**src/mem_bus_pkg.sv**
```systemverilog
`default_nettype none

package mem_bus_pkg;

  localparam int mem_word_bits = 64;  // Bus data word and line width
  localparam int mem_tag_bits  = 4;   // Transaction tag width

  // Number of tag values; tag 0 is reserved for "no transaction"
  localparam int mem_tag_count = 1 << mem_tag_bits;

  typedef enum logic [1:0] {
    bus_none  = 2'd0,  // Idle
    bus_load  = 2'd1,  // Line read
    bus_store = 2'd2   // Line write
  } mem_command_t;

  typedef logic [mem_tag_bits-1:0]  mem_tag_t;   // Zero means none
  typedef logic [mem_word_bits-1:0] mem_word_t;  // One word, one line
  typedef logic [63:0]              mem_addr_t;  // Byte address

endpackage

`default_nettype wire

```
**src/icache_pkg.sv**
```systemverilog
`default_nettype none

package icache_pkg;

  // Address split for a line address
  //   [31 : 3+idx]  stored tag
  //   [3+idx-1 : 3] line index
  //   [2 : 0]       byte offset inside the line

  localparam int line_offset_bits = 3;                      // Byte offset width
  localparam int line_bytes       = 1 << line_offset_bits;  // Bytes per line

  localparam int icache_idx_bits_default = 5;  // 32 lines

  // Tag and index together span address bits 31 down to 3
  localparam int icache_tag_bits_default = 32 - line_offset_bits
                                           - icache_idx_bits_default;

endpackage

`default_nettype wire

```
**src/icache_fill_if.sv**
```systemverilog
`timescale 1ns/1ps
`default_nettype none

interface icache_fill_if
  import mem_bus_pkg::*, icache_pkg::*;
#(
  parameter int idx_bits = icache_idx_bits_default,
  parameter int tag_bits = icache_tag_bits_default
) ();

  logic                write_enable;  // Write at this rising edge
  logic [idx_bits-1:0] write_index;   // Line to overwrite
  logic [tag_bits-1:0] write_tag;     // Tag stored with the line
  mem_word_t           write_data;    // Returned line

  modport ctrl  (output write_enable, write_index, write_tag, write_data);
  modport lines (input  write_enable, write_index, write_tag, write_data);

endinterface

`default_nettype wire

```
**src/icache_lookup_if.sv**
```systemverilog
`timescale 1ns/1ps
`default_nettype none

interface icache_lookup_if
  import mem_bus_pkg::*, icache_pkg::*;
#(
  parameter int idx_bits = icache_idx_bits_default,
  parameter int tag_bits = icache_tag_bits_default
) ();

  logic [idx_bits-1:0] lookup_index;  // From the fetch address
  logic [tag_bits-1:0] lookup_tag;
  mem_word_t           hit_data;      // Combinational result
  logic                hit_valid;

  modport ctrl  (output lookup_index, lookup_tag, input  hit_data, hit_valid);
  modport lines (input  lookup_index, lookup_tag, output hit_data, hit_valid);

endinterface

`default_nettype wire

```
**src/icache_ctrl.sv**
```systemverilog
`timescale 1ns/1ps
`default_nettype none

module icache_ctrl
  import mem_bus_pkg::*, icache_pkg::*;
#(
  parameter int idx_bits = icache_idx_bits_default,
  parameter int tag_bits = icache_tag_bits_default
) (
  input  logic                  clock,
  input  logic                  reset,
  input  mem_tag_t              mem_response,
  input  mem_word_t             mem_data,
  input  mem_tag_t              mem_tag,
  input  mem_addr_t             fetch_addr,
  input  logic                  stall,
  output mem_command_t          mem_command,
  output mem_addr_t             mem_addr,
  output mem_word_t             fetch_data,
  output logic                  fetch_valid,
  icache_fill_if.ctrl           fill,
  icache_lookup_if.ctrl         lookup
);

  localparam int tag_lsb = line_offset_bits + idx_bits;

  // Outstanding request table, indexed by transaction tag
  mem_addr_t                  req_addr [mem_tag_count];
  logic [mem_tag_count-1:0]   req_valid;

  mem_addr_t prefetch_ptr;   // Next line to request
  mem_addr_t next_ptr;
  mem_addr_t fetch_line;     // Fetch address with offset cleared
  mem_addr_t ret_addr;       // Line recorded for the current return
  logic      ret_valid;
  logic      forward;
  logic      outstanding;
  logic      redirect;

  assign fetch_line = {fetch_addr[63:line_offset_bits], {line_offset_bits{1'b0}}};

  assign lookup.lookup_index = fetch_addr[line_offset_bits +: idx_bits];
  assign lookup.lookup_tag   = fetch_addr[tag_lsb +: tag_bits];

  // Is the fetch line already requested? Tag 0 never holds an entry
  always_comb
  begin
    outstanding = 1'b0;
    for (int i = 1; i < mem_tag_count; i++)
    begin
      if (req_valid[i] && (req_addr[i] == fetch_line))
        outstanding = 1'b1;
    end
  end

  assign ret_valid = (mem_tag != '0) && req_valid[mem_tag];  // Return we asked for
  assign ret_addr  = req_addr[mem_tag];
  assign forward   = ret_valid && (ret_addr == fetch_line);  // Bypass the line store

  assign fetch_data  = forward ? mem_data : lookup.hit_data;
  assign fetch_valid = forward | lookup.hit_valid;

  // Jump the prefetch stream when nothing will deliver the fetch line
  assign redirect = !outstanding && !lookup.hit_valid && !forward;
  assign next_ptr = redirect ? fetch_line : prefetch_ptr + mem_addr_t'(line_bytes);

  assign mem_command = reset ? bus_none : bus_load;  // Always loading out of reset
  assign mem_addr    = prefetch_ptr;

  // Every tracked return is written into the line store
  assign fill.write_enable = ret_valid;
  assign fill.write_index  = ret_addr[line_offset_bits +: idx_bits];
  assign fill.write_tag    = ret_addr[tag_lsb +: tag_bits];
  assign fill.write_data   = mem_data;

  always_ff @(posedge clock)
  begin
    if (reset)
    begin
      prefetch_ptr <= '0;
      req_valid    <= '0;
    end
    else
    begin
      if (ret_valid)
        req_valid[mem_tag] <= 1'b0;  // Entry retires on its return
      if ((mem_response != '0) && !stall)
      begin
        prefetch_ptr            <= next_ptr;
        req_valid[mem_response] <= 1'b1;  // Set wins over a same-cycle clear
      end
    end
  end

  always_ff @(posedge clock)
  begin
    if ((mem_response != '0) && !stall)
      req_addr[mem_response] <= prefetch_ptr;  // Address the memory just accepted
  end

endmodule

`default_nettype wire

```
**src/icache_lines.sv**
```systemverilog
`timescale 1ns/1ps
`default_nettype none

module icache_lines
  import mem_bus_pkg::*, icache_pkg::*;
#(
  parameter int idx_bits = icache_idx_bits_default,
  parameter int tag_bits = icache_tag_bits_default
) (
  input  logic            clock,
  input  logic            reset,
  icache_fill_if.lines    fill,
  icache_lookup_if.lines  lookup
);

  localparam int line_count = 1 << idx_bits;

  mem_word_t              line_data [line_count];
  logic [tag_bits-1:0]    line_tag  [line_count];
  logic [line_count-1:0]  line_valid;

  // Direct-mapped lookup, one candidate line per index
  assign lookup.hit_data  = line_data[lookup.lookup_index];
  assign lookup.hit_valid = line_valid[lookup.lookup_index]
                            && (line_tag[lookup.lookup_index] == lookup.lookup_tag);

  always_ff @(posedge clock)
  begin
    if (reset)
    begin
      line_valid <= '0;  // Cache starts empty
    end
    else if (fill.write_enable)
    begin
      line_valid[fill.write_index] <= 1'b1;
    end
  end

  always_ff @(posedge clock)
  begin
    if (fill.write_enable)
    begin
      line_data[fill.write_index] <= fill.write_data;
      line_tag[fill.write_index]  <= fill.write_tag;  // Old line is simply replaced
    end
  end

endmodule

`default_nettype wire

```
**src/icache_top.sv**
```systemverilog
`timescale 1ns/1ps
`default_nettype none

module icache_top
  import mem_bus_pkg::*, icache_pkg::*;
#(
  parameter int idx_bits = icache_idx_bits_default,
  parameter int tag_bits = icache_tag_bits_default
) (
  input  logic          clock,
  input  logic          reset,

  // Instruction memory bus
  output mem_command_t  mem_command,
  output mem_addr_t     mem_addr,
  input  mem_tag_t      mem_response,  // Nonzero grants mem_addr under this tag
  input  mem_word_t     mem_data,
  input  mem_tag_t      mem_tag,       // Marks the return cycle

  // Fetch side
  input  mem_addr_t     fetch_addr,
  input  logic          stall,
  output mem_word_t     fetch_data,
  output logic          fetch_valid    // Same cycle as fetch_addr
);

  icache_fill_if #(
    .idx_bits (idx_bits),
    .tag_bits (tag_bits)
  ) fill ();

  icache_lookup_if #(
    .idx_bits (idx_bits),
    .tag_bits (tag_bits)
  ) lookup ();

  icache_ctrl #(
    .idx_bits (idx_bits),
    .tag_bits (tag_bits)
  ) ctrl_i (
    .clock        (clock),
    .reset        (reset),
    .mem_response (mem_response),
    .mem_data     (mem_data),
    .mem_tag      (mem_tag),
    .fetch_addr   (fetch_addr),
    .stall        (stall),
    .mem_command  (mem_command),
    .mem_addr     (mem_addr),
    .fetch_data   (fetch_data),
    .fetch_valid  (fetch_valid),
    .fill         (fill.ctrl),
    .lookup       (lookup.ctrl)
  );

  icache_lines #(
    .idx_bits (idx_bits),
    .tag_bits (tag_bits)
  ) lines_i (
    .clock  (clock),
    .reset  (reset),
    .fill   (fill.lines),
    .lookup (lookup.lines)
  );

endmodule

`default_nettype wire

```
**config.mk**
```make
export PLATFORM = sky130hd
export DESIGN_NAME = icache_top
export DESIGN_NICKNAME = d
export VERILOG_FILES = /design/src/mem_bus_pkg.sv /design/src/icache_pkg.sv /design/src/icache_fill_if.sv /design/src/icache_lookup_if.sv /design/src/icache_ctrl.sv /design/src/icache_lines.sv /design/src/icache_top.sv
export SDC_FILE = /design/constraint.sdc
export NUM_CORES = 2
export LEC_CHECK = 0
export BUFFER_PORTS_ARGS = -buffer_cell sky130_fd_sc_hd__buf_2
export CAP_MARGIN = 15
export CORE_MARGIN = 3
export CORE_UTILIZATION = 68
export DETAILED_ROUTE_END_ITERATION = 10
export GPL_TIMING_DRIVEN = 0
export PLACE_DENSITY_LB_ADDON = 0.3
export SETUP_SLACK_MARGIN = 0.5
export SLEW_MARGIN = 10
export SYNTH_ARGS = -nofsm -noshare
export SYNTH_HDL_FRONTEND = slang
export SYNTH_SLANG_ARGS = --single-unit
```
**constraint.sdc**
```tcl
create_clock -name clock -period 15.8 [get_ports clock]
set_input_delay 1.58 -clock clock [delete_from_list [all_inputs] [get_ports clock]]
set_output_delay 1.58 -clock clock [all_outputs]
set_load 0.005 [all_outputs]
```
==> reports/qor.csv, run 1 <==
stage,metric,value,unit
logic_synthesis,post-synthesis cell count,8829,
placement,Final HPWL DP,618000,um
global_route,largest net degree at the start of global routing,53,
clock_tree,htree depth,5,
placement,gpl congestion,1.36,
outcome,Fail Step,global routing (5_1_grt),
global_route,gr ovfl total,10100,
logic_synthesis,Seq cells post-synth,3901,
logic_synthesis,ys flop type,edfxtp_1,
placement,IO Port Bufs,225,
logic_synthesis,Synth Cell Area,0.164,sq mm
die,Die X,498,um
logic_synthesis,largest cells by area after synthesis,"edfxtp_1, mux4_2, xnor2_1",
logic_synthesis,fraction of registers with async set or reset after synthesis,0,%
logic_synthesis,Post-synth EDFFs,3792,
die,I/O pin count,270,
clock_tree,clk root buf,clkbuf_16,
outcome,error msg,[ERROR GRT-0116] Global routing finished with congestion. Check the congestion regions in the DRC Viewer.,
clock_tree,maximum buffer depth of the clock tree,4,
global_route,vias in the first global route,153000,
logic_synthesis,mean instance size in the synthesized netlist,18.6,sq um
die,Starting Density,68.7,%
logic_synthesis,post-synth top area cell,edfxtp_1,
logic_synthesis,Yosys top cell area share,69.3,%
clock_tree,# hold bufs at CTS,0,
clock_tree,post-CTS sizing,0,
die,Die Y,498,um
clock_tree,clock sink total,3901,
clock_tree,TritonCTS buffer count,393,
logic_synthesis,register area share after synthesis,70.6,%
outcome,status,stopped before the end,
logic_synthesis,number of synthesis warnings,0,
global_route,Tot GR Track Use,96.6,%
die,Cell Rows,179,
global_route,first-pass GRT wire length,1610000,um
logic_synthesis,Synth cell types,80,
clock_tree,Post-CTS Setup Bufs,0,
synth_stat cells (all sizes together), types with 18 or more instances:
cell / number
a2111oi: 26
nor4: 95
nand4: 224
mux2i: 227
mux2: 44
nor2b: 61
nand2: 420
o2bb2ai: 18
o2111ai: 68
a22o: 67
o21ai: 66
nor2: 261
mux4: 1013
inv: 111
o221ai: 43
dfxtp: 109
nand2b: 174
o22ai: 75
xor2: 144
a21oi: 60
buf: 291
a22oi: 56
nand3: 81
a31oi: 142
edfxtp: 3792
nor3: 27
clkbuf: 246
xnor2: 601
a221oi: 22
or3: 53
through the flow:
step,util (%),area [sq um],cells,worst slack [ps],hold WS [ps]
floorplan,-,165000,8893,7790,430
global placement,70.9,170000,12300,-1270,444
detailed placement,73.6,176000,12600,4750,484
CTS,78.7,188000,13300,4650,488
kinds of logic after synthesis:
family	after synthesis	share of synthesized area [%]
fa+ha+maj	1	0.00761
flops	3901	70.6
buf+inv	660	1.86
other cells	1	0.00228
xor+xnor	745	3.97
mux	1284	15.6
compound gates	760	3.42
simple gates	1477	4.56
metal layers:
layer  GRT overflow  global-route usage [%]
met2           5205                     106
met5            121                    73.2
met3           1270                    90.5
met1           1170                    94.9
met4           2378                    96.3
==> run 2: changes to the inputs <==
CORE_UTILIZATION = 40   (was 68)
PLACE_DENSITY_LB_ADDON = 0.15   (was 0.3)
SETUP_SLACK_MARGIN = unset   (was 0.5)
==> reports/qor.csv, run 2 <==
stage,metric,value,unit,change
worst_setup_path,"Cell Chain, Critical Path",buf_4 -> buf_6 -> buf_6 -> buf_2 -> buf_2 -> buf_2 -> mux2i_1 -> o22ai_1 -> o21ai_0 -> nand4_1 -> o211ai_1 -> nand4_1 -> nor4_4 -> nand2_1 -> clkbuf_2 -> clkbuf_1 -> a31oi_1 -> buf_2,,
logic_synthesis,Yosys top cell area share,69.3,%,unchanged
clock_tree,CTS tree,yes,,
cells_and_area,synthesis-to-finish area growth,19.0,%,
worst_setup_path,crit path max fanout,10,,
logic_synthesis,register area share after synthesis,70.6,%,unchanged
routing,Total Wirelength,870000,um,
cells_and_area,"most common cell after layout, fill and taps aside",edfxtp_1,,
cells_and_area,layout cells sized above 1,27.2,%,
die,core area,0.408,sq mm,
routing,Antenna Nets Post-Route,0,,
worst_setup_path,type of origin of the critical path,primary input,,
logic_synthesis,number of synthesis warnings,0,,unchanged
worst_hold_path,hold path start,lines_i.line_valid[3]$_SDFFE_PP0P_,,
sta,Worst slew margin,-1.95,%,
global_route,vias in the first global route,99200,,
logic_synthesis,Seq cells post-synth,3901,,unchanged
cells_and_area,"Core Util, Final",48.0,%,
sta,Tightest Pin Transition,1520,ps,
sta,crit path time final,11630,ps,
placement,Final HPWL DP,642000,um,+3.9%
worst_setup_path,CP Data Required Time,14220,ps,
logic_synthesis,post-synth top area cell,edfxtp_1,,
clock_tree,maximum buffer depth of the clock tree,4,,unchanged
worst_setup_path,Reg-to-Reg End,ctrl_i.mem_addr[59]$_SDFFE_PP0P_,,
logic_synthesis,fraction of registers with async set or reset after synthesis,0,%,unchanged
worst_setup_path,worst stage delay on the critical path,810,ps,
worst_setup_path,critical path's most frequent cell,buf_2,,
worst_setup_path,FF-to-FF Start,ctrl_i.req_addr[8][57]$_DFFE_PP_,,
power,Pleak,61.8,nW,
worst_setup_path,CP max stage cell,buf_2,,
sta,final slew viol count,2,,
logic_synthesis,mux cell area share after synthesis,15.6,%,unchanged
logic_synthesis,Synth cell types,80,,unchanged
global_route,initial antenna violation count,169,,
die,Die ar.,0.419,sq mm,
clock_tree,Skew-Pair Late Insertion Delay,1090,ps,
worst_setup_path,worst-case reg-to-reg path depth,11,,
cells_and_area,layout net count,10100,,
outcome,violated checks,"capacitance limit, slew limit",,
die,Cell Rows,234,,+31%
global_route,Tot GR Track Use,41.4,%,
global_route,first-pass GRT wire length,1100000,um,
routing,DRC viols,0,,
clock_tree,clk root buf,clkbuf_16,,
routing,DRT iter0 DRCs,17500,,
worst_setup_path,CP endpoint kind,output port,,
logic_synthesis,Synth Area in Simple Gates,4.56,%,unchanged
clock_tree,htree depth,5,,unchanged
power,VDD IR-drop max,0.112,mV,
routing,Vias,107000,,
sta,highest clock rate,86.0,MHz,
placement,gpl congestion,1.13,,-17%
sta,Setup TNS,0,ps,
sta,"Setup violations, final",0,,
clock_tree,# hold bufs at CTS,0,,unchanged
worst_hold_path,hold endpoint,lines_i.line_valid[3]$_SDFFE_PP0P_,,
logic_synthesis,post-synthesis cell count,8829,,unchanged
clock_tree,clock sink total,3901,,unchanged
global_route,gr ovfl total,0,,
placement,DP Worst Slack,4640,ps,-113 ps
logic_synthesis,mean instance size in the synthesized netlist,18.6,sq um,unchanged
sta,final hold vios,0,,
clock_tree,TritonCTS buffer count,424,,+7.9%
logic_synthesis,compound-gate portion of the synthesized area,3.42,%,unchanged
logic_synthesis,Post-Synth XOR/XNOR Area,3.97,%,unchanged
power,Final Power,23.8,mW,
clock_tree,Post-CTS Setup Bufs,0,,unchanged
cells_and_area,"commonest cells after routing, fill and taps aside","edfxtp_1, mux4_2, xnor2_1",,
clock_tree,clock transition at the registers of the reported paths,60,ps,
routing,drt pass-1 iters,6,,
logic_synthesis,commonest cells in the netlist,"edfxtp_1, mux4_2, xnor2_1, nand2_1, nor2_1",,
logic_synthesis,most common cell in the synthesized netlist,edfxtp_1,,
logic_synthesis,Synth Cell Area,0.164,sq mm,unchanged
outcome,status,"finished, violations left",,
logic_synthesis,largest family of logic cells by synthesized area,multiplexers,,
flow_run,Max-Cap Viols,2,,
worst_setup_path,crit path kind,in -> out,,
sta,Worst Clk Skew,83.3,ps,
cells_and_area,Regs by FF count,"lines_i.line_data: 2048 flops, ctrl_i.req_addr: 976 flops, lines_i.line_tag: 768 flops",,
worst_hold_path,Hold Crit Class,reg -> reg,,
power,PwrDens,122,mW/mm^2,
cells_and_area,filler instances,34300,,
sta,fin crit share,73.6,%,
die,I/O pin count,270,,unchanged
sta,unrepaired setup endpoints after global routing,no,,
routing,Vias/cell,6.73,,
global_route,largest net degree at the start of global routing,54,,
die,Die Y,647,um,+30%
die,Die X,647,um,+30%
worst_hold_path,worst hold stages,2,,
worst_setup_path,crit path DAT,10050,ps,
cells_and_area,largest register by flop count,lines_i.line_data,,
worst_setup_path,r2r setup slk,9600,ps,
sta,final worst slack,4170,ps,
clock_tree,post-CTS sizing,0,,unchanged
logic_synthesis,adder-cell share of the synthesized area,0.00761,%,unchanged
cells_and_area,max FFs per register,2048,,
placement,IO Port Bufs,225,,unchanged
die,Starting Density,40.3,%,-28 points
routing,wire length per cell,55.0,um,
logic_synthesis,Post-synth EDFFs,3792,,unchanged
logic_synthesis,ys flop type,edfxtp_1,,
logic_synthesis,largest cells by area after synthesis,"edfxtp_1, mux4_2, xnor2_1",,
==> run 2: cell counts after synthesis <==
Identical to the previous run, type by type.
==> run 2: cells by family (layout without fill, tap and decap cells) <==
kind of cell | Yosys count | count (layout)
other | 1 | 194
adder cells (fa/ha/maj) | 1 | 1
multiplexers | 1284 | 1284
XOR/XNOR | 745 | 745
flip-flops | 3901 | 3901
AO/OA/AOI/OAI | 760 | 760
buffers and inverters | 660 | 2048
AND/OR/NAND/NOR | 1477 | 1477
==> run 2: layer usage <==
metal / vias up / share of wire (%) / GRT usage [%]
li1: 38500 / - / -
met1: 57200 / 35 / 48.6
met2: 8274 / 45 / 62.1
met3: 2562 / 10 / 12.9
met4: 62 / 10 / 34.8
met5: - / 0.056 / 0.114
==> run 2: final cells by class <==
cell class / count / area (sq um) / share of cell area (%)
Antenna cell: 129 / 323 / 0.165
Buffer: 537 / 2750 / 1.40
Clock buffer: 527 / 11100 / 5.67
Clock inverter: 245 / 2400 / 1.23
Inverter: 123 / 542 / 0.277
Multi-Input combinational cell: 4332 / 46300 / 23.7
Sequential cell: 3901 / 116000 / 59.4
Tap cell: 5428 / 6790 / 3.47
Timing Repair Buffer: 616 / 9240 / 4.73
==> run 2: report_power, final <==
part | switching [mW] | internal, mW | total, mW
Combinational | 1.66 | 0.675 | 2.33
Sequential | 0.124 | 11.5 | 11.6
Clock | 4.36 | 5.52 | 9.88
==> run 2: worst max path at each step <==
| stage | startpoint | to | slack, ps | cells after the start |
|---|---|---|---|---|
| floorplan | mem_tag[0] | lines_i.line_data[14][0]$_DFFE_PP_ | 7790 | 11 |
| global placement | mem_tag[2] | lines_i.line_data[10][1]$_DFFE_PP_ | -3660 | 10 |
| detailed placement | mem_tag[1] | fetch_data[23] | 4640 | 19 |
| CTS | mem_tag[1] | fetch_data[23] | 4630 | 19 |
| global route | mem_tag[1] | fetch_data[23] | 4720 | 19 |
| finish | mem_tag[1] | fetch_data[53] | 4170 | 18 |
==> run 2: critical path, delay by kind of cell <==
kind | cells | cell delay, ps
mux | 1 | 280
compound gates | 4 | 1650
simple gates | 4 | 1750
buf+inv | 9 | 4580
==> run 2: per-stage QoR <==
stage               std cells  hold WS, ps  instance area [sq um]
floorplan                8893          430                 165000
global placement        14500          445                 173000
detailed placement      14900          456                 181000
CTS                     15700          470                 195000
global route            15700          489                 195000
finish                  15800          471                 196000
No activity file was read; power rests on OpenSTA's default activity.
